## config.mk

```make
export PLATFORM = sky130hd
export DESIGN_NAME = cache_way
export DESIGN_NICKNAME = d
export VERILOG_FILES = /design/src/design/cache_pkg.sv /design/src/design/cache_way.sv
export VERILOG_INCLUDE_DIRS = /design/src /design/src/design
export SDC_FILE = /design/constraint.sdc
export NUM_CORES = 2
export LEC_CHECK = 0
export BUFFER_PORTS_ARGS = -buffer_cell sky130_fd_sc_hd__buf_2
export CORE_MARGIN = 2
export CORE_UTILIZATION = 35
export DETAILED_ROUTE_END_ITERATION = 16
export GPL_ROUTABILITY_DRIVEN = 0
export PLACE_DENSITY = 0.49
export SLEW_MARGIN = 25
export SYNTH_ARGS = -nofsm -noshare
export SYNTH_HDL_FRONTEND = slang
export SYNTH_MEMORY_MAX_BITS = 65536
export SYNTH_SLANG_ARGS = --single-unit
```

## constraint.sdc

```tcl
create_clock -name i_clk -period 2.9 [get_ports i_clk]
set_clock_uncertainty 0.15 [all_clocks]
set_input_delay 0 -clock i_clk [delete_from_list [all_inputs] [get_ports i_clk]]
set_output_delay 0 -clock i_clk [all_outputs]
set_load 0.01 [all_outputs]
```

## src/design/cache_macros.svh

```systemverilog
`ifndef CACHE_MACROS_SVH
`define CACHE_MACROS_SVH

// address and data width of both the hart and the memory port
`define CACHE_ADDR_W 32

// byte offset inside a 16 byte line
`define CACHE_OFFSET_W 4

// set index width, which gives 32 sets
`define CACHE_SET_W 5
`define CACHE_SETS (1 << `CACHE_SET_W)

// tag is whatever is left above the set index
`define CACHE_TAG_W 23

// four 32-bit words per line, addressed by a two bit word index
`define CACHE_WORDS 4
`define CACHE_WORD_W 2

// two ways per set with NMRU replacement
`define CACHE_WAYS 2

`endif

```

## src/design/cache_pkg.sv

```systemverilog
`include "cache_macros.svh"

package cache_pkg;

    ////////////////////////////////////////////////////////////////////////////
    // hart request as seen by the controller

    // one request from the hart, read and write never come together
    typedef struct packed {
        logic [`CACHE_ADDR_W-1:0]   addr;
        logic                       ren;
        logic                       wen;
        // one bit per byte lane of the word
        logic [`CACHE_ADDR_W/8-1:0] mask;
        logic [`CACHE_ADDR_W-1:0]   wdata;
    } req_t;

    ////////////////////////////////////////////////////////////////////////////
    // ports from the controller into the ways

    // a single word write into the selected way
    // used for refill words and for store hits alike
    typedef struct packed {
        logic                      en;
        logic [`CACHE_SET_W-1:0]   set;
        logic [`CACHE_WORD_W-1:0]  word;
        logic [`CACHE_ADDR_W-1:0]  data;
    } way_wr_t;

    // raised together with the last refill word
    // the way then installs the tag at the write set and marks the line valid
    typedef struct packed {
        logic                     en;
        logic [`CACHE_TAG_W-1:0]  tag;
    } fill_t;

    ////////////////////////////////////////////////////////////////////////////
    // controller FSM

    typedef enum logic [2:0] {
        LOOKUP,
        STORE_WAIT,
        FILL_REQ,
        FILL_WAIT,
        STORE_FINISH,
        LOAD_FINISH
    } ctrl_state_e;

endpackage

```

## src/design/cache_way.sv

```systemverilog
`timescale 1ns/1ps

`include "cache_macros.svh"

module cache_way (
    input  logic                      i_clk,
    input  logic                      i_rst,
    // lookup side, driven from the live or the captured request
    input  logic [`CACHE_SET_W-1:0]   i_set,
    input  logic [`CACHE_TAG_W-1:0]   i_tag,
    input  logic [`CACHE_WORD_W-1:0]  i_word,
    // the write side is only taken when this way is selected
    input  cache_pkg::way_wr_t        i_wr,
    input  cache_pkg::fill_t          i_fill,
    input  logic                      i_sel,
    // lookup result
    output logic                      o_hit,
    output logic [`CACHE_ADDR_W-1:0]  o_rdata
);

    // each set holds one tag, one valid bit and four data words
    logic [`CACHE_TAG_W-1:0]  tags  [`CACHE_SETS];
    logic [`CACHE_ADDR_W-1:0] datas [`CACHE_SETS][`CACHE_WORDS];
    logic [`CACHE_SETS-1:0]   valid;

    ////////////////////////////////////////////////////////////////////////////
    // lookup

    // hit needs both a valid line and a matching tag
    assign o_hit = valid[i_set] && (tags[i_set] == i_tag);

    // the selector only uses this word when the way hits
    assign o_rdata = datas[i_set][i_word];

    ////////////////////////////////////////////////////////////////////////////
    // writes

    // refill words and store hits both write the data array
    always_ff @(posedge i_clk) begin
        if (i_sel && i_wr.en) begin
            datas[i_wr.set][i_wr.word] <= i_wr.data;
        end
    end

    // the tag goes in with the last refill word at the set of that write
    always_ff @(posedge i_clk) begin
        if (i_sel && i_fill.en) begin
            tags[i_wr.set] <= i_fill.tag;
        end
    end

    // a line only turns valid when its last word has arrived
    always_ff @(posedge i_clk) begin
        if (i_rst) begin
            valid <= '0;
        end else if (i_sel && i_fill.en) begin
            valid[i_wr.set] <= 1'b1;
        end
    end

endmodule

```

==> impl_metrics.tcl <==
set metrics [dict create \
    dr.pass1.iters 6 \
    final_common_cell "edfxtp_1" \
    grt_pass1_vias 91000 \
    syn_avg_cell_area_um2 24.9 \
    ant_nets 0 \
    swShare 0.220 \
    dp_cells 15000 \
    slew_headroom 0.306 \
    placed_cell_area_um2 206000 \
    die_h_um 732 \
    drv_slew 0 \
    hp-class "input pin to register" \
    synthFlopType "edfxtp_1" \
    synth_edf_count 4832 \
    via_per_inst 5.53 \
    final_area_um2 225000 \
    grtUsageTotal 0.207 \
    clk_latency_ns 1.02 \
    nets 8805 \
    post-route-min-period_ns 3.93 \
    failed_checks "hold timing, setup timing" \
    die_x_um 732 \
    crit_required_ns 2.75 \
    overflow 0 \
    fin_cells 16100 \
    hold_viol 18 \
    fmax_mhz 255 \
    layout_common_cells "edfxtp_1, mux4_2, clkbuf_16" \
    syn-num-nets 7531 \
    htree_levels 6 \
    dp_hpwl_mm 330 \
    cts_buffers 537 \
    grt_pass1_wl_mm 765 \
    min_period_over_period 1.35 \
    setup_tns_ns -31.77 \
    cp.arrival_ns 3.78 \
    synth_area_leader_cell "edfxtp_1" \
    routedWlPerCell_um 35.0 \
    grt_max_degree 129 \
    p_leak_nw 70.3 \
    wl_mm 565 \
    ys_types 55 \
    synth-seq-cells 4864 \
    synthToLayoutAreaGrowth_pct 21.5 \
    yosysTopAreaCellShare 0.783 \
    status "complete, but fails checks" \
    root_buffer "clkbuf_16" \
    vias 89200 \
    cts_sinks 4864 \
    hold_ws_ns -0.00748 \
    netlist_top_cells_area "edfxtp_1, mux4_2, nor2_1, mux2i_1, buf_2" \
    antenna_found_initial 104 \
    core_um2 528000 \
    tritoncts "built" \
    critPathKind "register to output port" \
    yosysWarnings 0 \
    start_util 0.351 \
    irDropWorstVdd_mv 0.585 \
    synth_area_um2 185000 \
    clock_path_buffers 4 \
    worstMarginPinSlew_ns 1.04 \
    drive_gt1_frac 0.380 \
    seqPwrFrac 0.507 \
    setup_viol 51 \
    finalCoreUtilization 0.427 \
    crit_fanout 1 \
    power.share.combinational 0.060 \
    async_flop_share 0 \
    powerDensity_nw_per_um2 679 \
    die_area_um2 536000 \
    netlist_instances 7434 \
    intPower_w 0.119 \
    io_buffers 129 \
    drv_cap 0 \
    cp-end-kind "output port" \
    setup_ws_ns -1.03 \
    start_kind "register" \
    initialDrtViolationCount 11800 \
    rsz0062_at_grt "true" \
    synth_seq_area_share 0.786 \
    row_count 267 \
    drc_errors 0 \
    switching_power_w 0.0336 \
    pin_count 130 \
    path_clk_slew_ns 0.06 \
    clkPwrFrac 0.433 \
]
layout make-up:
type	instances	area [µm²]
clock inverters	282	2870
clock buffers	665	14100
repair buffers	1131	14300
flip-flops and latches	4864	146000
diodes	39	97.6
inverters	3	18.8
well taps	6994	8750
fillers	44800	303000
multi-input cells	2171	39300
logic make-up (layout without fill, tap and decap cells):
logic type | Yosys count | after routing | synth area share
flops | 4864 | 4864 | 0.786
mux | 1628 | 1628 | 0.190
compound gates | 136 | 136 | 0.00515
buf+inv | 399 | 2081 | 0.00934
xor+xnor | 32 | 32 | 0.00151
simple gates | 375 | 375 | 0.00836
other cells | 0 | 39 | 0
through the flow:
stage                     setup WS [ns]  power (W)
after detailed placement         -0.849     0.0877
after global placement           -0.899     0.0876
final                             -1.03      0.153
after global routing              -1.16      0.157
after floorplan                   0.250     0.0829
after CTS                         -1.11      0.154
worst max-delay path, stage by stage (launching register included):
cell      delay [ns]
edfxtp_1        0.37
mux4_2          0.47
mux4_2          0.61
mux4_2          0.67
mux2_4          0.41
buf_6           0.15
per-layer routing:
layer	vias up	wire length, µm	GRT usage
met5	-	329	0.00214
met3	704	55600	0.0603
met4	28	14200	0.0517
met1	49400	235000	0.290
met2	3964	260000	0.320
li1	35100	-	-
synthesized netlist by cell type (10+ instances only):
cell type / count
edfxtp_1: 4832
mux4_2: 1504
nor2_1: 251
clkbuf_1: 177
buf_2: 139
mux2i_1: 86
nand2_1: 71
buf_1: 66
mux2_2: 38
dfxtp_1: 32
a22oi_1: 24
o21ai_0: 22
a21oi_1: 21
xnor2_1: 21
o22ai_1: 15
a221oi_1: 12
buf_4: 12
xor2_1: 11
nor2b_1: 10
power groups by stage:
stage / Clock (W) / Combinational (W) / Sequential [W]
4_1_cts: 0.0676 / 0.00924 / 0.0775
2_1_floorplan: 0 / 0.00385 / 0.0790
5_1_grt: 0.0703 / 0.00962 / 0.0775
3_3_place_gp: 0 / 0.00861 / 0.0790
6_report: 0.0663 / 0.00919 / 0.0775
3_5_place_dp: 0 / 0.00872 / 0.0790
what timing repair did:
item | CTS | global route
setup buffers | 0 | 1
hold endpoints to repair | 8411 | 29
resized for setup | 81 | 5
cloned | 0 | 1
hold buffers | 161 | 1
pin swaps | 0 | 1
endpoints found under the setup margin | 33 | 87
final timing paths:
kind                 from           to  slack [ns]  depth (start not counted)
max          datas[6][19]  o_rdata[19]       -1.03                          5
min             i_fill[8]  tags[16][8]      -0.007                          3
max reg2reg     valid[12]    valid[12]        1.60                          3
min reg2reg     valid[26]    valid[26]        0.32                          2
state kept, by name (all words and copies together) (netlist names):
| register | cells |
|---|---|
| datas | 4096 |
| tags | 736 |
| valid | 32 |
No activity file was read; power rests on OpenSTA's default activity.
