## config.mk

```make
export PLATFORM = sky130hd
export DESIGN_NAME = cache_way_select
export DESIGN_NICKNAME = d
export VERILOG_FILES = /design/src/design/cache_way_select.sv
export VERILOG_INCLUDE_DIRS = /design/src /design/src/design
export SDC_FILE = /design/constraint.sdc
export NUM_CORES = 1
export LEC_CHECK = 0
export ABC_AREA = 0
export BUFFER_PORTS_ARGS = -buffer_cell sky130_fd_sc_hd__buf_4
export CAP_MARGIN = 5
export CORE_UTILIZATION = 40
export CTS_BUF_LIST = sky130_fd_sc_hd__clkbuf_4 sky130_fd_sc_hd__clkbuf_8
export CTS_CLUSTER_SIZE = 30
export DETAILED_ROUTE_END_ITERATION = 10
export PLACE_DENSITY = 0.71
export SETUP_SLACK_MARGIN = 0.2
export SLEW_MARGIN = 5
export SYNTH_ARGS = -nofsm -noshare
export SYNTH_HDL_FRONTEND = slang
export SYNTH_SLANG_ARGS = --single-unit
```

## constraint.sdc

```tcl
create_clock -name i_clk -period 1.5 [get_ports i_clk]
set_input_delay 0.15 -clock i_clk [delete_from_list [all_inputs] [get_ports i_clk]]
set_output_delay 0.15 -clock i_clk [all_outputs]
set_load 0.005 [all_outputs]
```

## src/design/cache_macros.svh

```systemverilog
`ifndef CACHE_MACROS_SVH
`define CACHE_MACROS_SVH

// address and data width of both the hart and the memory port
`define CACHE_ADDR_W 32

// byte offset inside a 16 byte line
`define CACHE_OFFSET_W 4

// set index width, which gives 32 sets
`define CACHE_SET_W 5
`define CACHE_SETS (1 << `CACHE_SET_W)

// tag is whatever is left above the set index
`define CACHE_TAG_W 23

// four 32-bit words per line, addressed by a two bit word index
`define CACHE_WORDS 4
`define CACHE_WORD_W 2

// two ways per set with NMRU replacement
`define CACHE_WAYS 2

`endif

```

## src/design/cache_way_select.sv

```systemverilog
`timescale 1ns/1ps

`include "cache_macros.svh"

module cache_way_select (
    input  logic                                      i_clk,
    input  logic                                      i_rst,
    // per way lookup results
    input  logic [`CACHE_WAYS-1:0]                    i_hit,
    input  logic [`CACHE_WAYS-1:0][`CACHE_ADDR_W-1:0] i_rdata,
    // set of the current lookup, also the set the MRU bit is kept for
    input  logic [`CACHE_SET_W-1:0]                   i_set,
    // mark i_touch_way as most recently used in i_set
    input  logic                                      i_touch,
    input  logic                                      i_touch_way,
    output logic                                      o_hit,
    output logic                                      o_hit_way,
    output logic                                      o_victim,
    output logic [`CACHE_ADDR_W-1:0]                  o_res_rdata
);

    // one MRU bit per set, it names the way used last
    logic [`CACHE_SETS-1:0] mru;

    ////////////////////////////////////////////////////////////////////////////
    // hit merge

    // a line lives in at most one way, so the hit way is just way 1's hit
    assign o_hit     = |i_hit;
    assign o_hit_way = i_hit[1];

    // the hart sees this word directly on a load hit
    // and again in the last cycle of a load miss
    assign o_res_rdata = i_rdata[o_hit_way];

    ////////////////////////////////////////////////////////////////////////////
    // NMRU

    // with two ways the victim is simply the way not used last
    assign o_victim = ~mru[i_set];

    always_ff @(posedge i_clk) begin
        if (i_rst) begin
            mru <= '0;
        end else if (i_touch) begin
            mru[i_set] <= i_touch_way;
        end
    end

endmodule

```

==> results of run 1 <==
worst max-delay path, stage by stage (launching register included):
cell and delay (ns):
dfxtp_2 0.34, mux2i_2 0.08, a221oi_2 0.29, o22ai_1 0.10
or3_1 0.33, buf_4 0.15
area by class of cell:
cell class                 instances  area, um^2
inverter                           2        7.51
fill                             474        2020
tap                               70        87.6
timing repair buffer             126         946
clock inverter                     1        5.00
multi-input combinational        215        1440
sequential                        32         657
clock buffer                       6        76.3
worst max-delay path by stage:
stage	endpoint	slack, ns	startpoint	cells after the start
after floorplan	o_victim	0.19	i_set[0]	6
after global placement	o_victim	-0.05	i_set[0]	6
after detailed placement	o_victim	-0.08	i_set[0]	6
after CTS	o_victim	-0.23	mru[0]	5
after global routing	o_victim	-0.24	mru[10]	5
final	o_victim	-0.20	mru[10]	5
power by group:
group / internal [mW] / switching, mW / total, mW
combinational: 0.346 / 0.253 / 0.598
sequential: 0.856 / 0.00350 / 0.860
clock: 0.333 / 0.286 / 0.619
total: 1.53 / 0.542 / 2.08
logic make-up after synthesis:
family | share of synthesized area
flip-flops | 0.288
AO/OA/AOI/OAI | 0.142
buffers and inverters | 0.0698
AND/OR/NAND/NOR | 0.252
multiplexers | 0.248
stage by stage:
stage	total power, mW	std cells
after global routing	2.17	452
after global placement	1.47	445
final	2.08	452
after floorplan	1.14	275
after CTS	2.10	452
after detailed placement	1.47	445
synthesized netlist by cell type (all sizes together):
library cell | n | share of area
nor3b | 7 | 0.033
o22ai | 1 | 0.0028
a21oi | 29 | 0.065
mux2i | 19 | 0.086
nand4 | 1 | 0.0028
dfxtp | 32 | 0.29
nand4b | 2 | 0.0079
or2 | 1 | 0.0028
mux2 | 32 | 0.16
or3 | 1 | 0.0028
and3 | 3 | 0.0090
inv | 2 | 0.0034
a221oi | 6 | 0.032
nor2 | 20 | 0.034
or3b | 1 | 0.0039
and3b | 5 | 0.021
o21ai | 16 | 0.036
clkbuf | 15 | 0.026
buf | 11 | 0.041
nand3b | 5 | 0.017
a31oi | 2 | 0.0056
nor3 | 3 | 0.0068
nand2 | 45 | 0.076
nand3 | 16 | 0.036
repair_timing:
action / 4_1_cts / 5_1_grt
pin swaps: 2 / 3
gates resized for setup: 2 / 14
setup buffers: 0 / 0
endpoints found under the setup margin: 1 / 1
metal layers:
layer | global-route usage | share of wire | up-vias | wire [um]
li1 | - | - | 1184 | -
met3 | 0.0635 | 0.073 | 12 | 521
met5 | 0 | 0 | - | 0
met1 | 0.267 | 0.40 | 1140 | 2840
met2 | 0.418 | 0.49 | 88 | 3500
met4 | 0.112 | 0.037 | 0 | 266
==> results.tsv, run 1 <==
stage	metric	value	unit
floorplan	total core area	0.00524	mm^2
placement	pre-CTS setup slack	-0.0807	ns
clock_network	Worst-path clk slew	0.06	ns
critical_path	R2R Path End	mru[2]	
floorplan	row cnt	26	
placement	Post-DP HPWL	5510	um
timing	Worst slew margin	0.680	
power	Power per Cell Area	645	mW/mm^2
logic_synthesis	Syn Area/Cell	8.08	um^2
critical_path	WP data required	1.35	ns
floorplan	IO Pins	110	
grt	largest net degree at the start of global routing	35	
run_status	failing checks	negative setup slack	
finish	antenna cells	0	
min_path	Hold Path Sink	mru[27]	
critical_path	crit-path max FO	2	
floorplan	Die Area	0.00586	mm^2
power	worst vdd ir	611	uV
power	leakage power	1.36	nW
logic_synthesis	yosys warns	0	
timing	Hold Slack	0.270	ns
drt	drt first pass iters	4	
finish	P&R area growth vs syn	44.9	%
critical_path	CP Capture Type	primary output	
critical_path	crit path kind	reg2out	
clock_network	CTS Buffer Depth	2	
timing	min Tclk post-route	1.70	ns
clock_network	worst-skew pair later-pin latency	0.27	ns
finish	design area	0.00322	mm^2
placement	GPL Wtd Cong	0.872	
finish	Largest register FFs	32	
critical_path	Worst Reg2Reg Path Length in Cells	2	
drt	WL final	7130	um
finish	post-layout util	0.615	
floorplan	Starting Density	0.424	
placement	I/O Buffers	109	
grt	Tot GR Track Use	0.238	
finish	top flop regs	mru (32)	
logic_synthesis	Post-Synthesis Cells	275	
finish	# nets final	457	
critical_path	RR Startpoint	mru[2]	
clock_network	CTS tree	done	
job	Max-Cap Viols	0	
grt	global-route wire length before repair	11100	um
floorplan	die height	76.5	um
drt	drt initial violations	80	
finish	share of cells above drive strength 1	0.503	
finish	most common cell after layout, fill and taps aside	buf_4	
timing	final period utilization	1.14	
grt	GRT overflow	0	
run_status	outcome	finished with violations	
clock_network	clk sinks	32	
min_path	Hold WC Path Type	in2reg	
drt	post-DR wirelength/cell	15.8	um
drt	DR DRC count	0	
min_path	HP Start	i_rst	
timing	fmax	587	MHz
finish	Top reg by flops	mru	
clock_network	CTS Buf Count	5	
timing	# setup viols final	1	
timing	final hold vios	0	
timing	PnR worst setup slack	-0.204	ns
grt	initial antenna violation count	0	
timing	final clock skew	0	ns
floorplan	DIE WIDTH	76.5	um
timing	post-route setup TNS	-0.204	ns
critical_path	CP startpoint kind	flip-flop	
critical_path	reg2reg setup slack	0.84	ns
timing	Final Slew Violations	0	
logic_synthesis	Seq/Total Area, Yosys	0.288	
finish	most frequent cells in the layout	126 x buf_4, 45 x nand2_1, 32 x mux2_2, 29 x a21oi_1, 20 x nor2_1	
clock_network	Hold-fix buffers, CTS	0	
drt	Post-DRT Antenna Nets	0	
logic_synthesis	synthesized flop and latch total	32	
placement	Placement Cell Area	0.00311	mm^2
drt	vias per cell	5.36	
clock_network	H-tree Lvls	2	
logic_synthesis	Syn Std Cell Area	0.00222	mm^2
clock_network	clk root buf	clkbuf_8	
min_path	hold path cells	2	
logic_synthesis	syn_nets	350	
timing	RSZ-0062 raised after global routing	true	
grt	vias in the first global route	2174	
critical_path	worst path arrival time	1.55	ns
logic_synthesis	Yosys cell types	32	
timing	Worst Tran Pin Value	0.478	ns
drt	Vias	2424	
(Power assumes the default switching activity.)
==> run 2, diff against run 1 <==
--- a/config.mk
+++ b/config.mk
@@ -7,8 +7,9 @@
 export NUM_CORES = 1
 export LEC_CHECK = 0
 export ABC_AREA = 0
-export BUFFER_PORTS_ARGS = -buffer_cell sky130_fd_sc_hd__buf_4
+export BUFFER_PORTS_ARGS = -buffer_cell sky130_fd_sc_hd__buf_2
 export CAP_MARGIN = 5
+export CORE_MARGIN = 4
 export CORE_UTILIZATION = 40
 export CTS_BUF_LIST = sky130_fd_sc_hd__clkbuf_4 sky130_fd_sc_hd__clkbuf_8
 export CTS_CLUSTER_SIZE = 30
==> run 2 against run 1 <==
The run still ends with negative setup slack left; total power down 2.5%; clock skew unchanged; largest cell class unchanged; fmax rose by 0.40%; critical path depth unchanged; highest routed layer unchanged.
==> results.tsv, run 2 (synthesized netlist as in run 1, its figures left out) <==
stage	metric	value	unit
timing	Worst slew margin	0.605	
finish	post-layout util	0.567	
timing	final period utilization	1.13	
critical_path	WP data required	1.35	ns
drt	post-DR wirelength/cell	14.9	um
power	leakage power	1.28	nW
clock_network	CTS Buffer Depth	2	
placement	pre-CTS setup slack	-0.277	ns
critical_path	crit path kind	reg2out	
clock_network	H-tree Lvls	2	
finish	Top reg by flops	mru	
critical_path	worst path arrival time	1.55	ns
clock_network	worst-skew pair later-pin latency	0.28	ns
placement	Post-DP HPWL	5250	um
run_status	failing checks	negative setup slack	
finish	share of cells above drive strength 1	0.497	
floorplan	Die Area	0.00681	mm^2
floorplan	total core area	0.00524	mm^2
timing	fmax	589	MHz
power	Internal	1.48	mW
power	combinational share of power	0.244	
timing	Worst Tran Pin Value	0.593	ns
timing	RSZ-0062 raised after global routing	true	
power	NetSw	0.546	mW
drt	Vias	2360	
floorplan	IO Pins	110	
critical_path	largest delay contributor family on the critical path	flip-flops	
critical_path	crit-path max FO	2	
drt	Post-DRT Antenna Nets	0	
placement	GPL Wtd Cong	0.848	
timing	# setup viols final	1	
job	Max-Cap Viols	0	
run_status	outcome	finished with violations	
timing	PnR worst setup slack	-0.198	ns
floorplan	row cnt	26	
drt	WL final	6750	um
power	Switching Share	0.269	
floorplan	die height	82.5	um
min_path	Hold WC Path Type	in2reg	
critical_path	slowest cell on the critical path	dfxtp_1	
grt	Tot GR Track Use	0.192	
grt	largest net degree at the start of global routing	35	
finish	top flop regs	mru (32)	
drt	drt first pass iters	4	
critical_path	critical path cell sequence	mux2i_1 > a221oi_2 > o22ai_1 > or3_1 > buf_2	
clock_network	CTS tree	done	
power	Power per Cell Area	682	mW/mm^2
power	Clock power frac	0.331	
critical_path	CP startpoint kind	flip-flop	
grt	initial antenna violation count	0	
finish	antenna cells	0	
grt	global-route wire length before repair	10000	um
clock_network	clk sinks	32	
clock_network	CTS Buf Count	5	
timing	min Tclk post-route	1.70	ns
finish	Largest register FFs	32	
drt	drt initial violations	148	
drt	vias per cell	5.20	
timing	final clock skew	0	ns
grt	GRT overflow	0	
critical_path	reg2reg setup slack	0.85	ns
placement	I/O Buffers	109	
critical_path	CP Capture Type	primary output	
clock_network	clk root buf	clkbuf_8	
drt	DR DRC count	0	
grt	vias in the first global route	2102	
clock_network	Worst-path clk slew	0.06	ns
power	Sequential Power Share	0.424	
finish	P&R area growth vs syn	33.7	%
finish	# nets final	458	
finish	most common cell after layout, fill and taps aside	buf_2	
critical_path	Max stage delay on crit path	0.36	ns
floorplan	Starting Density	0.424	
power	worst vdd ir	500	uV
timing	Final Slew Violations	0	
finish	most frequent cells in the layout	108 x buf_2, 45 x nand2_1, 32 x mux2_2, 29 x a21oi_1	
floorplan	DIE WIDTH	82.5	um
timing	final hold vios	0	
critical_path	CP Buf/Inv Count	1	
==> run 2: changes by cell type in the layout (fill, tap and decap cells not counted), sizes merged <==
| cell | delta |
|---|---|
| buf | +1 |
| clkinv | +1 |
==> run 2: worst paths after layout <==
kind / from / end / cells after the start
min: i_rst / mru[1] / 2
max reg2reg: mru[3] / mru[3] / 2
min reg2reg: mru[0] / mru[0] / 2
max: mru[8] / o_victim / 5
==> run 2: through the flow <==
stage	instance area (um^2)	hold WS, ns	setup TNS (ns)	instances	total power [mW]
finish	2970	0.358	-0.198	454	2.03
global route	2970	0.406	-0.274	454	2.13
CTS	2950	0.363	-0.229	454	2.05
detailed placement	2860	0.453	-0.298	446	1.37
global placement	2860	0.453	-0.229	446	1.36
floorplan	2220	0.219	0	275	1.14
==> run 2: what timing repair did <==
action                                  4_1_cts  5_1_grt
endpoints found under the setup margin        1        1
gates resized for setup                       3       11
hold buffers                                  0        0
pin swaps                                     1        4
setup buffers                                 0        0
gates cloned                                  0        0
==> run 2: power by group through the flow <==
stage / registers, mW / logic [mW] / clock network, mW
finish: 0.859 / 0.495 / 0.671
global placement: 0.879 / 0.482 / 0
detailed placement: 0.878 / 0.494 / 0
global route: 0.859 / 0.538 / 0.736
CTS: 0.859 / 0.497 / 0.690
floorplan: 0.877 / 0.268 / 0
==> run 2: layer usage <==
layer,vias up,GRT usage,part of all wire
li1,1188,-,-
met1,1080,0.216,0.40
met2,82,0.353,0.49
met3,10,0.0412,0.086
met4,0,0.0703,0.023
met5,-,0,0
==> run 2: final cells by class <==
| cell class | count | area [um^2] |
|---|---|---|
| fillers | 500 | 2270 |
| multi-input cells | 215 | 1430 |
| repair buffers | 127 | 696 |
| flip-flops and latches | 32 | 656 |
| well taps | 70 | 87.6 |
| clock buffers | 6 | 82.6 |
| clock inverters | 2 | 10.0 |
| inverters | 2 | 7.51 |
