`src/design/cache_macros.svh`:
```
`ifndef CACHE_MACROS_SVH
`define CACHE_MACROS_SVH

// address and data width of both the hart and the memory port
`define CACHE_ADDR_W 32

// byte offset inside a 16 byte line
`define CACHE_OFFSET_W 4

// set index width, which gives 32 sets
`define CACHE_SET_W 5
`define CACHE_SETS (1 << `CACHE_SET_W)

// tag is whatever is left above the set index
`define CACHE_TAG_W 23

// four 32-bit words per line, addressed by a two bit word index
`define CACHE_WORDS 4
`define CACHE_WORD_W 2

// two ways per set with NMRU replacement
`define CACHE_WAYS 2

`endif

```
`src/design/cache_pkg.sv`:
```
`include "cache_macros.svh"

package cache_pkg;

    ////////////////////////////////////////////////////////////////////////////
    // hart request as seen by the controller

    // one request from the hart, read and write never come together
    typedef struct packed {
        logic [`CACHE_ADDR_W-1:0]   addr;
        logic                       ren;
        logic                       wen;
        // one bit per byte lane of the word
        logic [`CACHE_ADDR_W/8-1:0] mask;
        logic [`CACHE_ADDR_W-1:0]   wdata;
    } req_t;

    ////////////////////////////////////////////////////////////////////////////
    // ports from the controller into the ways

    // a single word write into the selected way
    // used for refill words and for store hits alike
    typedef struct packed {
        logic                      en;
        logic [`CACHE_SET_W-1:0]   set;
        logic [`CACHE_WORD_W-1:0]  word;
        logic [`CACHE_ADDR_W-1:0]  data;
    } way_wr_t;

    // raised together with the last refill word
    // the way then installs the tag at the write set and marks the line valid
    typedef struct packed {
        logic                     en;
        logic [`CACHE_TAG_W-1:0]  tag;
    } fill_t;

    ////////////////////////////////////////////////////////////////////////////
    // controller FSM

    typedef enum logic [2:0] {
        LOOKUP,
        STORE_WAIT,
        FILL_REQ,
        FILL_WAIT,
        STORE_FINISH,
        LOAD_FINISH
    } ctrl_state_e;

endpackage

```
`src/design/cache_ctrl.sv`:
```
`timescale 1ns/1ps

`include "cache_macros.svh"

module cache_ctrl (
    input  logic                       i_clk,
    input  logic                       i_rst,
    // hart request
    input  cache_pkg::req_t            i_req,
    // combined lookup result from the way selector
    input  logic                       i_hit,
    input  logic                       i_hit_way,
    input  logic                       i_victim,
    input  logic [`CACHE_ADDR_W-1:0]   i_rdata,
    // memory port
    input  logic                       i_mem_ready,
    input  logic                       i_mem_valid,
    input  logic [`CACHE_ADDR_W-1:0]   i_mem_rdata,
    output logic                       o_busy,
    output logic [`CACHE_ADDR_W-1:0]   o_mem_addr,
    output logic                       o_mem_ren,
    output logic                       o_mem_wen,
    output logic [`CACHE_ADDR_W-1:0]   o_mem_wdata,
    // lookup fields into every way
    output logic [`CACHE_SET_W-1:0]    o_set,
    output logic [`CACHE_TAG_W-1:0]    o_tag,
    output logic [`CACHE_WORD_W-1:0]   o_word,
    // write ports and per way enables
    output cache_pkg::way_wr_t         o_wr,
    output cache_pkg::fill_t           o_fill,
    output logic [`CACHE_WAYS-1:0]     o_way_sel,
    // NMRU update
    output logic                       o_touch,
    output logic                       o_touch_way
);

    cache_pkg::ctrl_state_e state;
    cache_pkg::ctrl_state_e next_state;

    // request held while the hart is stalled, plus the way it targets
    cache_pkg::req_t            cap_req;
    logic                       cap_way;
    logic                       cap_en;
    logic                       cap_way_d;

    // request the lookup currently works on
    cache_pkg::req_t            cur_req;
    logic [`CACHE_WORD_W-1:0]   fill_cnt;
    logic [`CACHE_ADDR_W-1:0]   merged;

    // store data is laid byte by byte over the old word
    // since the memory port has no byte mask
    function automatic logic [`CACHE_ADDR_W-1:0] merge_bytes(
        input logic [`CACHE_ADDR_W-1:0]   old_word,
        input logic [`CACHE_ADDR_W-1:0]   new_word,
        input logic [`CACHE_ADDR_W/8-1:0] mask
    );
        logic [`CACHE_ADDR_W-1:0] result;
        result = old_word;
        for (int b = 0; b < `CACHE_ADDR_W / 8; b++) begin
            if (mask[b]) begin
                result[8*b +: 8] = new_word[8*b +: 8];
            end
        end
        return result;
    endfunction

    ////////////////////////////////////////////////////////////////////////////
    // lookup fields

    // only LOOKUP looks at the live request, later states use the copy
    assign cur_req = (state == cache_pkg::LOOKUP) ? i_req : cap_req;
    assign o_set   = cur_req.addr[`CACHE_OFFSET_W +: `CACHE_SET_W];
    assign o_tag   = cur_req.addr[`CACHE_OFFSET_W + `CACHE_SET_W +: `CACHE_TAG_W];
    assign o_word  = cur_req.addr[2 +: `CACHE_WORD_W];

    // i_rdata is the cached word at the request offset whenever the line hits
    assign merged = merge_bytes(i_rdata, cur_req.wdata, cur_req.mask);

    ////////////////////////////////////////////////////////////////////////////
    // state and counters

    always_ff @(posedge i_clk) begin
        if (i_rst) begin
            state <= cache_pkg::LOOKUP;
        end else begin
            state <= next_state;
        end
    end

    // refill word counter, it wraps back to zero after the last word
    always_ff @(posedge i_clk) begin
        if (i_rst) begin
            fill_cnt <= '0;
        end else if (state == cache_pkg::FILL_WAIT && i_mem_valid) begin
            fill_cnt <= fill_cnt + 1'b1;
        end
    end

    always_ff @(posedge i_clk) begin
        if (cap_en) begin
            cap_req <= i_req;
            cap_way <= cap_way_d;
        end
    end

    ////////////////////////////////////////////////////////////////////////////
    // FSM outputs

    always_comb begin
        next_state  = state;
        o_busy      = 1'b0;
        o_mem_addr  = {cur_req.addr[`CACHE_ADDR_W-1:2], 2'b00};
        o_mem_ren   = 1'b0;
        o_mem_wen   = 1'b0;
        o_mem_wdata = merged;
        o_wr        = '0;
        o_wr.set    = o_set;
        o_wr.word   = o_word;
        o_wr.data   = merged;
        o_fill      = '0;
        o_fill.tag  = o_tag;
        o_way_sel   = '0;
        o_touch     = 1'b0;
        o_touch_way = i_hit_way;
        cap_en      = 1'b0;
        cap_way_d   = i_victim;

        case (state)
            cache_pkg::LOOKUP: begin
                if (i_req.ren && i_hit) begin
                    // load hit, data goes out through the selector this cycle
                    o_touch = 1'b1;
                end else if (i_req.wen && i_hit) begin
                    if (i_mem_ready) begin
                        // store hit, write the way and memory together
                        o_mem_wen           = 1'b1;
                        o_wr.en             = 1'b1;
                        o_way_sel[i_hit_way] = 1'b1;
                        o_touch             = 1'b1;
                    end else begin
                        o_busy     = 1'b1;
                        cap_en     = 1'b1;
                        cap_way_d  = i_hit_way;
                        next_state = cache_pkg::STORE_WAIT;
                    end
                end else if (i_req.ren || i_req.wen) begin
                    // any miss allocates the NMRU victim
                    o_busy     = 1'b1;
                    cap_en     = 1'b1;
                    next_state = cache_pkg::FILL_REQ;
                end
            end
            cache_pkg::STORE_WAIT: begin
                o_busy = ~i_mem_ready;
                if (i_mem_ready) begin
                    o_mem_wen           = 1'b1;
                    o_wr.en             = 1'b1;
                    o_way_sel[cap_way]  = 1'b1;
                    o_touch             = 1'b1;
                    o_touch_way         = cap_way;
                    next_state          = cache_pkg::LOOKUP;
                end
            end
            cache_pkg::FILL_REQ: begin
                // one read per word, line base first
                o_busy     = 1'b1;
                o_mem_addr = {cur_req.addr[`CACHE_ADDR_W-1:`CACHE_OFFSET_W], fill_cnt, 2'b00};
                if (i_mem_ready) begin
                    o_mem_ren  = 1'b1;
                    next_state = cache_pkg::FILL_WAIT;
                end
            end
            cache_pkg::FILL_WAIT: begin
                o_busy    = 1'b1;
                o_wr.word = fill_cnt;
                o_wr.data = i_mem_rdata;
                if (i_mem_valid) begin
                    o_wr.en            = 1'b1;
                    o_way_sel[cap_way] = 1'b1;
                    next_state         = cache_pkg::FILL_REQ;
                    if (&fill_cnt) begin
                        // last word installs the tag and makes the line MRU
                        o_fill.en   = 1'b1;
                        o_touch     = 1'b1;
                        o_touch_way = cap_way;
                        next_state  = cap_req.wen ? cache_pkg::STORE_FINISH
                                                  : cache_pkg::LOAD_FINISH;
                    end
                end
            end
            cache_pkg::LOAD_FINISH: begin
                // line now hits, so the selector returns the requested word
                next_state = cache_pkg::LOOKUP;
            end
            cache_pkg::STORE_FINISH: begin
                o_busy = ~i_mem_ready;
                if (i_mem_ready) begin
                    o_mem_wen          = 1'b1;
                    o_wr.en            = 1'b1;
                    o_way_sel[cap_way] = 1'b1;
                    next_state         = cache_pkg::LOOKUP;
                end
            end
            default: begin
                next_state = cache_pkg::LOOKUP;
            end
        endcase
    end

endmodule

```
`config.mk`:
```
export PLATFORM = sky130hd
export DESIGN_NAME = cache_ctrl
export DESIGN_NICKNAME = d
export VERILOG_FILES = /design/src/design/cache_pkg.sv /design/src/design/cache_ctrl.sv
export VERILOG_INCLUDE_DIRS = /design/src /design/src/design
export SDC_FILE = /design/constraint.sdc
export NUM_CORES = 1
export LEC_CHECK = 0
export BUFFER_PORTS_ARGS = -buffer_cell sky130_fd_sc_hd__buf_2
export CAP_MARGIN = 20
export CORE_AREA = 2 2 120 122
export CTS_BUF_LIST = sky130_fd_sc_hd__clkbuf_8
export CTS_CLUSTER_SIZE = 25
export DETAILED_ROUTE_END_ITERATION = 10
export DIE_AREA = 0 0 122 124
export HOLD_SLACK_MARGIN = 0.03
export PLACE_DENSITY_LB_ADDON = 0.15
export REMOVE_ABC_BUFFERS = 1
export SLEW_MARGIN = 20
export SYNTH_ARGS = -nofsm -noshare
export SYNTH_HDL_FRONTEND = slang
export SYNTH_SLANG_ARGS = --single-unit
```
`constraint.sdc`:
```
create_clock -name i_clk -period 8.1 [get_ports i_clk]
set_input_delay 1.62 -clock i_clk [delete_from_list [all_inputs] [get_ports i_clk]]
set_output_delay 1.62 -clock i_clk [all_outputs]
set_load 0.005 [all_outputs]
```
==> results of run 1 <==
[stage by stage]
step | power [mW] | instance area (um^2) | hold WS, ns
floorplan | 0.823 | 3910 | 0.509
global placement | 1.16 | 5680 | 0.551
detailed placement | 1.16 | 5680 | 0.553
CTS | 1.46 | 5880 | 0.570
global route | 1.54 | 5880 | 0.636
finish | 1.43 | 5880 | 0.559
[cells in the final DEF, fill, tap and decap left out, drive strengths merged, types with 2 or more instances in the layout]
| cell type | n |
|---|---|
| a221o | 33 |
| edfxtp | 68 |
| buf | 305 |
| clkbuf | 9 |
| or3 | 2 |
| nor2 | 9 |
| clkinvlp | 4 |
| mux2 | 35 |
| o21ai | 6 |
| o31a | 4 |
| nand3 | 2 |
| inv | 5 |
| nor3 | 2 |
| dfxtp | 5 |
| and3 | 33 |
| nand2b | 4 |
| conb | 2 |
| o22ai | 4 |
| o21a | 2 |
| nor2b | 3 |
| a21oi | 12 |
| nand2 | 101 |
| mux2i | 5 |
[flip-flops by register name, summed over array words and instances (netlist names)]
signal and cells:
fill_cnt 2, cap_way 1, state 3, cap_req 67
[cell families (layout without fill, tap and decap cells)]
kind of cell    count (synthesis)  in the layout  synth area share (%)
mux                            40             40                  9.97
fa+ha+maj                       1              1                 0.281
buf+inv                        87            325                  12.6
simple gates                  158            158                  16.2
compound gates                 67             67                  12.5
flops                          73             73                  48.1
other cells                     1              2                0.0842
xor+xnor                        1              1                 0.197
[how the worst min path moves through the flow]
| stage | cells after the start | to | slack, ns | startpoint |
|---|---|---|---|---|
| after global routing | 3 | state[0] | 0.64 | cap_req[36] |
| after floorplan | 2 | fill_cnt[1] | 0.51 | fill_cnt[1] |
| after detailed placement | 3 | state[0] | 0.55 | cap_req[36] |
| after CTS | 3 | state[0] | 0.57 | cap_req[36] |
| after global placement | 3 | state[0] | 0.55 | cap_req[36] |
| final | 3 | state[0] | 0.56 | cap_req[36] |
[layout make-up]
cell class / instances / share of cell area (%)
Multi-Input combinational cell: 269 / 30.0
Sequential cell: 73 / 36.4
Clock buffer: 9 / 2.11
Timing Repair Buffer: 305 / 26.1
Tap cell: 180 / 3.83
Inverter: 4 / 0.255
Clock inverter: 7 / 1.23
[synthesized netlist by cell type, drive strengths merged]
cell type	count
a211o	1
nor4	1
o21a	2
or3	2
inv	4
nor2b	3
o22a	1
nand2	101
a21o	1
conb	1
a31oi	1
o31a	4
o21ai	6
a21oi	12
a211oi	1
nand3	2
xor2	1
ha	1
mux2i	5
clkbuf	7
a221o	33
nor2	9
nand2b	4
buf	76
and3	33
dfxtp	5
nand4b	1
a311oi	1
edfxtp	68
mux2	35
nor3	2
o22ai	4
[layer usage]
metal	part of all wire, %	wire length (um)
met5	0	0
met4	1.2	162
met3	6.5	850
met2	51	6710
met1	41	5340
[worst min-delay path, delay by kind of cell, from the launching register on]
kind,cells,cell delay (ns)
flops,1,0.31
compound gates,1,0.08
simple gates,1,0.07
mux,1,0.05
[power breakdown]
| group | switching (mW) | leakage, nW | total, mW | internal (mW) |
|---|---|---|---|---|
| clock | 0.143 | 0.0889 | 0.285 | 0.141 |
| combinational | 0.341 | 2.14 | 0.652 | 0.311 |
| sequential | 0.0237 | 0.682 | 0.493 | 0.470 |
==> results list, run 1 <==
* Status: finished, final reports clean
- In this run the remaining antenna-violating nets after routing total 0.
* Cell count after synthesis: 428
* Synthesized flop and latch total: 73
- Summed over all nets, the half-perimeter wirelength after detailed placement is 9.60 mm.
- RSZ-0062 raised after global routing: no
- Total standard cell area after synthesis: 4450 um^2
* Cell count after placement: 831
- STA puts the critical path data required time at 6.48 ns.
- Worst Path Buf+Inv: 2
* Filler instances: 1414
- Clock transition at the register clock pins on the worst setup and hold paths after CTS: 0.07 ns
- For this design, the slowest cell found on the critical path is a21oi_2.
* CTS tree: done
- Total GRT Usage: 16.3%
- Tracing the worst setup path back leads to its startpoint at i_req[34].
- In this run the horizontal extent of the chip is 122 um.
- Across the whole layout, storage elements account for 2140 um^2.
* Endpoint class of the critical path: output pin
- Type of the worst min-delay path: reg2reg
- Vias per Instance: 4.81
* Worst slew margin: 39.7%
* Share of the yosys chip area belonging to registers: 48.1%
- OpenSTA, run right after detailed placement, puts the worst setup slack at 3.65 ns.
- Entering global routing, the biggest net connects 43 pins.
- For flop-to-flop paths, the worst setup slack is 5.01 ns.
* Area of the multi-input gates: 1760 um^2
* Achievable frequency: 226 MHz
* Post-Route Skew: 0.0108 ns
- Vert. Die Dim: 124 um
- The synthesized design devotes to its leading area cell type 45.8% of total area.
- WS Path Type: in2out
* Hold violation count in the final report: 0
* Area growth, synth to finish: 32.0%
- Global routing used 27.2% of the available met2 tracks.
- Largest delay share family, worst path: compound AO/OA/AOI/OAI gates
- M3 GR Usage: 4.40%
* Total Wirelength: 13.1 mm
- The total count of max-transition violations in the final report is 0.
- Of all nets on the critical path, the largest fanout is 10.
- Vias after detailed routing: 4075
* Final Wtd Congestion: 0.764
* Final setup violation count: 0
- Once layout is complete, the utilization of the core stands at 42.8%.
* Number of placement rows: 43
- After the first detailed-routing iteration, the DRC count stood at 243.
- Layout cells sized above 1: 54.3%
* Count of nets after finishing: 804
- The H-tree generated during clock tree synthesis spans 3 levels.
- Insertion delay to the later sink of the worst-skew pair: 0.36 ns
- 306 I/O pins were placed.
- Capture point of the worst path: o_wr[17]
- Counting the buffers created by CTS gives 9.
- The worst path in the final design needs a cycle of 4.43 ns, including I/O delays and setup.
- Worst R2R End: cap_req[40]
- Worst setup slack after layout: 3.67 ns
* CP dominant cell by count: buf_2
- Traced cell by cell, the critical path runs through buf_2 -> a21oi_2 -> a221o_1 -> mux2_2 -> buf_2.
- Count of maximum capacitance violations: 0
- Number of port buffers: 301
- In the finished design, the share of the clock period the worst path needs comes to 54.7%.
- Hold repair after CTS inserted 0 buffers.
* Slew at the pin closest to its max-slew limit: 0.902 ns
* Clock Sink Count: 73
- Number of antenna violations at the first check in global routing: 0
- Data arrives at the worst endpoint at 2.81 ns.
- Core region area: 13700 um^2
- Post-Layout Cell Count: 847
* Startpoint types: input pin
- In this run the static leakage power is 2.91 nW.
- Dividing the detail-routed wire length by the instance count gives 15.4 um.
- Most congested layer reported by global routing: met2
- Yosys attributes the largest share of cell area to edfxtp_1, buf_4, mux2_2, nand2_1, a221o_1.
- Antenna diode count: 0
- Setup bufs post-CTS: 0
* Reg-to-reg critical path startpoint: state[1]
* Buffer depth of the longest clock path: 2
* Final total negative setup slack: 0 ns
* Worst r2r path cells: 3
- Global-route wire length before repair: 19.1 mm
- Crit path depth: 5
* Delay of the slowest cell on the worst path: 0.46 ns
* Global routing met1 resource utilization: 20.6%
* Effective utilization at floorplan: 32.5%
* Sum of overflow across all layers after global routing: 0
* First-pass DRT Iterations: 4
* Power Dens Cells: 243 nW/um^2
- Post-CTS Resized: 0
* Yosys Warn Count: 0
- The biggest area contributor in the post-synthesis netlist is edfxtp_1.
- Maximum VDD drop: 121 uV
- Distinct cells, synth: 36
- Root buffer cell: clkbuf_8
- DRC viols: 0
- A synthesized cell averages 10.4 um^2.
- Floorplan die area: 15100 um^2
- Vias in the first global route: 3670
(Power assumes the default switching activity.)
==> run 2: changes to the inputs <==
CORE_AREA = 2 2 118 120   (was 2 2 120 122)
DIE_AREA = 0 0 120 122   (was 0 0 122 124)
clock period = 4.3 ns   (was 8.1 ns; I/O delays follow)
==> results list, run 2 (synthesis gave the netlist of run 1 again) <==
- In the final layout, the registers with the most flip-flops are cap_req x67, state x3, fill_cnt x2.
- Clock Sink Count: 73 (unchanged)
- Detailed Route Iter0 Violations: 176 (-28%)
- Worst slew margin: 40.6% (+0.96 points)
- The overall overflow remaining after global route is 0 (unchanged).
- The die extent in y was 122 um (-1.6%).
- The proportion of layout cells with a drive suffix above 1 is 54.7% (+0.47 points).
- Source of the worst hold timing path: cap_req[36]
- Leaving out fill and tap cells, the most frequent cell in the layout is buf_2.
- Worst R2R End: cap_req[34]
* CP Max Fanout: 21 (+11)
- The total DRC errors in the routed layout is 0 (unchanged).
- The power share of the sequential group is 32.4% (-2.1 points).
* Slew at the pin closest to its max-slew limit: 0.890 ns (-0.0112 ns)
* Type of the worst min-delay path: reg2reg
* Number of slew-limit violations in the final report: 0 (unchanged)
* Insertion delay to the later sink of the worst-skew pair: 0.36 ns (about the same)
- The routed wire length came to 12.9 mm (-0.98%).
- Final Wtd Congestion: 0.765 (+0.10%)
* Power Dens Cells: 473 nW/um^2 (+94%)
- Final total negative setup slack: 0 ns (unchanged)
* Data arrival time of the worst path: 2.73 ns (-0.08 ns)
* Reg-to-reg critical path startpoint: state[1]
- Floorplan die width: 120 um (-1.6%)
- Core region area: 13500 um^2 (-1.6%)
* Dpl cell area: 5730 um^2 (+0.88%)
* Number of antenna violations at the first check in global routing: 0 (unchanged)
- Vias after detailed routing: 4078 (+0.074%)
- The clock network fraction of design power is 23.3% (+3.4 points).
- The internal power consumption was 1.87 mW (+100%).
- Vias per Instance: 4.78 (-0.75%)
- Compared with the post-synthesis result, the final layout area differs by 34.1%.
- The switching share of power came to 33.9% (-1.7 points).
- Status: finished, final reports clean
- RSZ-0062 raised after global routing: no
- Post-CTS Resized: 0 (unchanged)
- Highest-count cells in the layout ignoring fill and taps: buf_2, nand2_1, edfxtp_1
- First-pass DRT Iterations: 4 (unchanged)
- The signal on the critical path passes through nor3_4 -> buf_4 -> a21oi_2 -> a221o_1 -> mux2_2 -> buf_2.
* Post-route cell area: 5970 um^2 (+1.6%)
* Antenna diode count: 0 (unchanged)
- The worst setup path is launched from a flip-flop.
- Minimum setup slack among reg-to-reg paths: 1.98 ns (-3.03 ns)
- The worst setup path is captured at an output pin.
* Count of nets after finishing: 811 (+0.87%)
- The data required time at the worst endpoint came to 3.44 ns (-3.04 ns).
* Antenna Violating Nets Remaining: 0 (unchanged)
* Final routed wire length divided by cell count: 15.2 um (-1.8%)
- The starting utilization of the core area came to 33.0% (+0.52 points).
- The number of max-capacitance violations reported was 0 (unchanged).
- Of the available clock period, the critical path in the final layout requires 83.5%.
* Hold Path Cell Cnt: 3 (unchanged)
- The combined global-route utilization of all metal layers is 17.0% (+0.72 points).
- The via count of the first global-routing pass came to 3890 (+6.0%).
* Leakage dissipation: 2.97 nW (+2.1%)
- Num ports: 306 (unchanged)
* Worst Path Buf+Inv: 2 (unchanged)
- Endpoint with the worst hold slack: state[0]
- Fraction of power consumed by combinational cells: 44.3% (-1.3 points)
* Floorplan die area: 14600 um^2 (-3.2%)
- Final setup violation count: 0 (unchanged)
- Utilization after layout: 44.2% (+1.4 points)
- Number of placement rows: 43 (unchanged)
- Number of buffers created by CTS: 9 (unchanged)
- Broken down by cell family, the worst path's largest delay share belongs to simple AND/OR/NAND/NOR gates.
- Hold-fix buffers at CTS: 0 (unchanged)
- CTS tree: done
* HPWL after detailed placement: 9.76 mm (+1.7%)
* Post-Route Skew: 0.00718 ns (-0.00366 ns)
- Number of flip-flops under the largest register name: 67 (unchanged)
- Among all stages on the critical path, the largest delay is contributed by nor3_4.
* Maximum number of pins on one net before global-route repair: 40 (-7.0%)
- The maximum ir drop on the vdd rail was 176 uV (+46%).
* Number of port buffers: 301 (unchanged)
- The total power consumption of the routed design came to 2.83 mW (+98%).
- The maximum level of the CTS H-tree came to 3 (unchanged).
* Worst setup slack after layout: 0.711 ns (-2.96 ns)
- Worst slack at placement: 0.975 ns (-2.67 ns)
- Derived from the worst setup path, the maximum achievable clock frequency is 279 MHz.
- The worst setup path is of the reg2out kind.
* Root buffer cell: clkbuf_8
- Global-route wire length before repair: 19.6 mm (+2.7%)
- The count of buffers added by post-CTS timing repair for setup was 0 (unchanged).
- Delay of the slowest cell on the worst path: 0.76 ns (+0.30 ns)
* Reported net switching power: 0.958 mW (+88%)
* Hold violation count in the final report: 0 (unchanged)
- Worst r2r path cells: 3 (unchanged)
- Register bank with the most flops: cap_req
* Buffer depth of the longest clock path: 2 (unchanged)
- The clock-pin slew of the registers on the worst-case setup and hold paths came to 0.08 ns (about the same).
- The routed design could run at a clock period as short as 3.59 ns.
[run 2: per-layer routing]
metal	wire, um	up-vias	share of wire (%)	GRT usage (%)
met1	5350	1949	41	21.4
li1	-	1988	-	-
met4	188	0	1.5	6.40
met2	6720	130	52	29.2
met3	688	11	5.3	3.09
met5	0	-	0	0
[run 2: power groups by stage]
stage	Sequential [mW]	Clock [mW]	Combinational (mW)
after CTS	0.918	0.688	1.28
after floorplan	0.941	0	0.609
after detailed placement	0.934	0	1.27
after global placement	0.931	0	1.27
after global routing	0.927	0.710	1.40
final	0.916	0.659	1.25
[run 2: worst min-delay path, cell delays in order, from the launching register on]
cell      delay [ns]
edfxtp_1        0.32
o21ai_0         0.08
nand2_1         0.06
mux2i_1         0.06
[run 2: worst max-delay path by stage]
stage             start    endpoint  slack, ns  cells past startpoint
2_1_floorplan  state[1]  cap_req[0]      -0.38                      2
3_3_place_gp   state[1]    o_wr[27]       1.00                      6
3_5_place_dp   state[1]    o_wr[31]       0.98                      6
4_1_cts        state[1]    o_wr[31]       0.55                      6
5_1_grt        state[1]    o_wr[31]       0.44                      6
6_report       state[1]    o_wr[27]       0.71                      6
[run 2: area by class of cell]
type                    count  area, um^2
fillers                  1369        7530
clock inverters             7         119
well taps                 180         225
multi-input cells         269        1760
repair buffers            312        1590
flip-flops and latches     73        2140
inverters                   4        15.0
clock buffers               9         124
[run 2: per-stage QoR]
step / instances / hold slack [ns]
floorplan: 346 / 0.509
global placement: 838 / 0.555
detailed placement: 838 / 0.553
CTS: 854 / 0.569
global route: 854 / 0.620
finish: 854 / 0.566
==> run 3: changes to the inputs <==
ABC_AREA = 1   (was default)
CORE_AREA = 2 2 120 122   (was 2 2 118 120)
DIE_AREA = 0 0 122 124   (was 0 0 120 122)
clock period = 3.4 ns   (was 4.3 ns; I/O delays follow)
==> results list, run 3 <==
* Status: finished, final reports clean
- The total count of max-transition violations in the final report is 0 (unchanged).
- Total Wirelength: 12.5 mm (-3.5%)
- Worst slack at placement: 0.686 ns (-0.289 ns)
* Detailed Route Iter0 Violations: 163 (-7.4%)
- The portion of synthesized cell area occupied by the leading cell type was 42.1% (-3.7 points).
* Global-route wire length before repair: 18.5 mm (-5.6%)
* CP Max Fanout: 102 (+390%)
- The count of hold-fix buffers inserted at cts was 0 (unchanged).
- Vias after detailed routing: 4471 (+9.6%)
* WS Path Type: reg2out
- The worst setup path is launched from a flip-flop.
- Layout cells sized above 1: 43.4% (-11 points)
- The layout filler cell count was 1408 (+2.8%).
- The synthesized netlist cell count was 612 (+43%).
- Launching instance or port of the critical path: state[0]
- Area contributors post-synth: edfxtp_1, nand2_1, buf_4, o21ai_2, inv_1
- Power, Total: 6.31 mW (+120%)
- Area growth, synth to finish: 28.0%
- Final total negative setup slack: 0 ns (unchanged)
- Total GRT Usage: 15.4% (-1.6 points)
* Clock Sink Count: 73 (unchanged)
- cap_req holds more flip-flops than any other register.
* Endpoint class of the critical path: output pin
- Hold violation count in the final report: 0 (unchanged)
- Clock period minus final worst setup slack: 3.10 ns
* Most common cell in the netlist: nand2_1
* Vias per Instance: 4.34 (-9.1%)
- The min-delay analysis places its worst path in the category reg2reg.
- The sum of net half-perimeters after detailed placement is 9.38 mm (-3.9%).
* Yosys Warn Count: 0 (unchanged)
- Maximum VDD drop: 714 uV (+310%)
- Floorplan die area: 15100 um^2 (+3.3%)
* Antenna diode count: 0 (unchanged)
- Insertion delay to the later sink of the worst-skew pair: 0.34 ns (-0.02 ns)
* Fraction of power consumed by combinational cells: 68.4% (+24 points)
- The total of flip-flops plus latches after synthesis is 73 (unchanged).
- Post-Layout Cell Count: 1030 (+21%)
* Slew at the pin closest to its max-slew limit: 0.928 ns (+0.0372 ns)
* Predominant post-synthesis flop cell: edfxtp_1
- The via count of the first global-routing pass is 3882 (-0.21%).
- Timing would allow up to 322 MHz.
- Vert. Die Dim: 124 um (+1.6%)
- Post-synth top cells: nand2_1, inv_1, edfxtp_1, buf_4, o21ai_0
* Post-CTS Resized: 0 (unchanged)
- Worst setup slack after layout: 0.299 ns (-0.412 ns)
- Setup repair after global routing left no endpoint under its margin.
- The pin count of the biggest net entering global routing came to 103 (+160%).
- The worst hold path cell count was 2 (-1).
- Final setup violation count: 0 (unchanged)
- Leakage dissipation: 3.20 nW (+7.7%)
* CTS tree: done
* Data arrival time of the worst path: 2.42 ns (-0.31 ns)
* Source of the worst hold timing path: fill_cnt[1]
- Distinct cells, synth: 28 (-22%)
- Power Dens Cells: 1020 nW/um^2 (+110%)
- Highest-count cells in the layout ignoring fill and taps: buf_2, nand2_1, inv_1
- The overall overflow remaining after global route was 0 (unchanged).
- The maximum level of the CTS H-tree came to 3 (unchanged).
- Count of maximum capacitance violations: 0 (unchanged)
- The largest clock skew in the final design was 0.00385 ns (-0.00333 ns).
* Net switching fraction of the power: 46.5% (+13 points)
- Proportion of synthesized flip-flops having asynchronous set or reset: 0% (unchanged)
* Setup bufs post-CTS: 0 (unchanged)
- Reported net switching power: 2.94 mW (+210%)
* Effective utilization at floorplan: 35.4% (+2.4 points)
- Sequential fraction of design power: 21.5% (-11 points)
* Count of nets after finishing: 987 (+22%)
- Worst r2r path cells: 5 (+2)
- Buffer depth of the longest clock path: 2 (unchanged)
* Number of placement rows: 43 (unchanged)
* Number of enable-type register cells in the synthesized netlist: 68 (unchanged)
- The internal power consumption is 3.37 mW (+80%).
- The final estimated routing congestion in global placement was 0.798 (+4.3%).
- Reg-to-reg critical path startpoint: state[0]
* Number of flip-flops under the largest register name: 67 (unchanged)
* First-pass DRT Iterations: 4 (unchanged)
* Final Cycle Share: 91.2%
- Number of port buffers: 301 (unchanged)
- Num ports: 306 (unchanged)
- The library cell used most frequently in the layout, excluding fill and tap cells, is buf_2.
- The utilization after layout was 45.3% (+1.0 points).
* DRC viols: 0 (unchanged)
* Total standard cell area after synthesis: 4850 um^2 (+8.9%)
- The width of the die was 122 um (+1.7%).
- Number of buffers created by CTS: 9 (unchanged)
- The proportion of synthesized chip area in sequential cells came to 44.2% (-3.9 points).
- The largest registers in the layout are cap_req x67, state x3, fill_cnt x2.
- Mean post-synth cell area: 7.93 um^2 (-24%)
- Part of the power in the clock network: 10.1% (-13 points)
- Core region area: 13700 um^2 (+1.6%)
- Clock transition at the register clock pins on the worst setup and hold paths after CTS: 0.07 ns (about the same)
- The initial antenna violation count was 0 (unchanged).
- The largest total area in the synthesized netlist belongs to edfxtp_1.
- The detail-routed net length per standard cell was 12.1 um (-20%).
- Worst path required time: 2.72 ns (-0.72 ns)
- CTS placed an instance of clkbuf_8 at the clock tree root.
* Antenna Violating Nets Remaining: 0 (unchanged)
- Cell count after placement: 1014 (+21%)
- The relative slew slack was 38.2% (-2.5 points).
==> run 3: changes by cell type in the layout (fill, tap and decap cells not counted), moves of 5 or more <==
cell	previous run	this run
a221o_1	33	0
and3_1	33	0
buf_4	11	2
inv_1	4	82
mux2_2	35	0
mux2i_1	5	0
nand2_1	101	214
nand2_2	0	7
nand2_4	0	5
nand3_1	2	8
nor2_1	8	15
o21ai_0	6	37
o21ai_1	0	34
o21ai_2	0	35
==> run 3: critical path, stage by stage, from the launching register on <==
cell and delay, ns:
dfxtp_1 0.46, nor2_2 0.10, nand2_4 0.08, buf_12 0.33, nand2_1 0.09, nand2_1 0.49, nand2_1 0.14, o21ai_2 0.11
o21ai_1 0.08, buf_2 0.13
==> run 3: per-stage QoR <==
| step | hold WS, ns | cell area, um^2 |
|---|---|---|
| 2_1_floorplan | 0.465 | 4230 |
| 3_3_place_gp | 0.483 | 6030 |
| 3_5_place_dp | 0.499 | 6030 |
| 4_1_cts | 0.495 | 6210 |
| 5_1_grt | 0.501 | 6210 |
| 6_report | 0.512 | 6210 |
==> run 3: cell families (layout without fill, tap and decap cells) <==
family | count (synthesis) | count (layout) | synth area share [%]
other | 1 | 2 | 0.0773
adders and majority gates | 1 | 1 | 0.258
and+or+nand+nor | 254 | 254 | 21.4
AOI/OAI and AO/OA | 117 | 117 | 15.0
buffers and inverters | 166 | 403 | 19.1
DFF | 73 | 73 | 44.2
==> run 3: cell type report <==
type	count	area, um^2	area share (%)
Multi-Input combinational cell	374	1800	28.9
Clock inverter	7	53.8	0.866
Timing Repair Buffer	305	1560	25.1
Tap cell	180	225	3.63
Inverter	82	308	4.96
Sequential cell	73	2140	34.5
Clock buffer	9	124	1.99
==> run 3: final timing paths <==
| check | end | slack, ns |
|---|---|---|
| setup / recovery | o_wr[3] | 0.30 |
| hold / removal | fill_cnt[1] | 0.51 |
| setup reg to reg | cap_req[28] | 1.13 |
| hold reg to reg | fill_cnt[1] | 0.51 |
==> run 3: metal layers <==
layer / up-vias / track usage [%] / routed length, um
met5: - / 0 / 0
met4: 0 / 4.17 / 124
met3: 7 / 3.66 / 925
met2: 166 / 27.7 / 6250
met1: 1952 / 18.4 / 5200
li1: 2346 / - / -
==> run 3: power by group through the flow <==
stage | clock [mW] | combinational (mW) | sequential, mW
3_3_place_gp | 0 | 4.37 | 1.37
3_5_place_dp | 0 | 4.40 | 1.38
5_1_grt | 0.701 | 4.93 | 1.38
4_1_cts | 0.670 | 4.42 | 1.36
6_report | 0.637 | 4.31 | 1.36
2_1_floorplan | 0 | 2.37 | 1.38
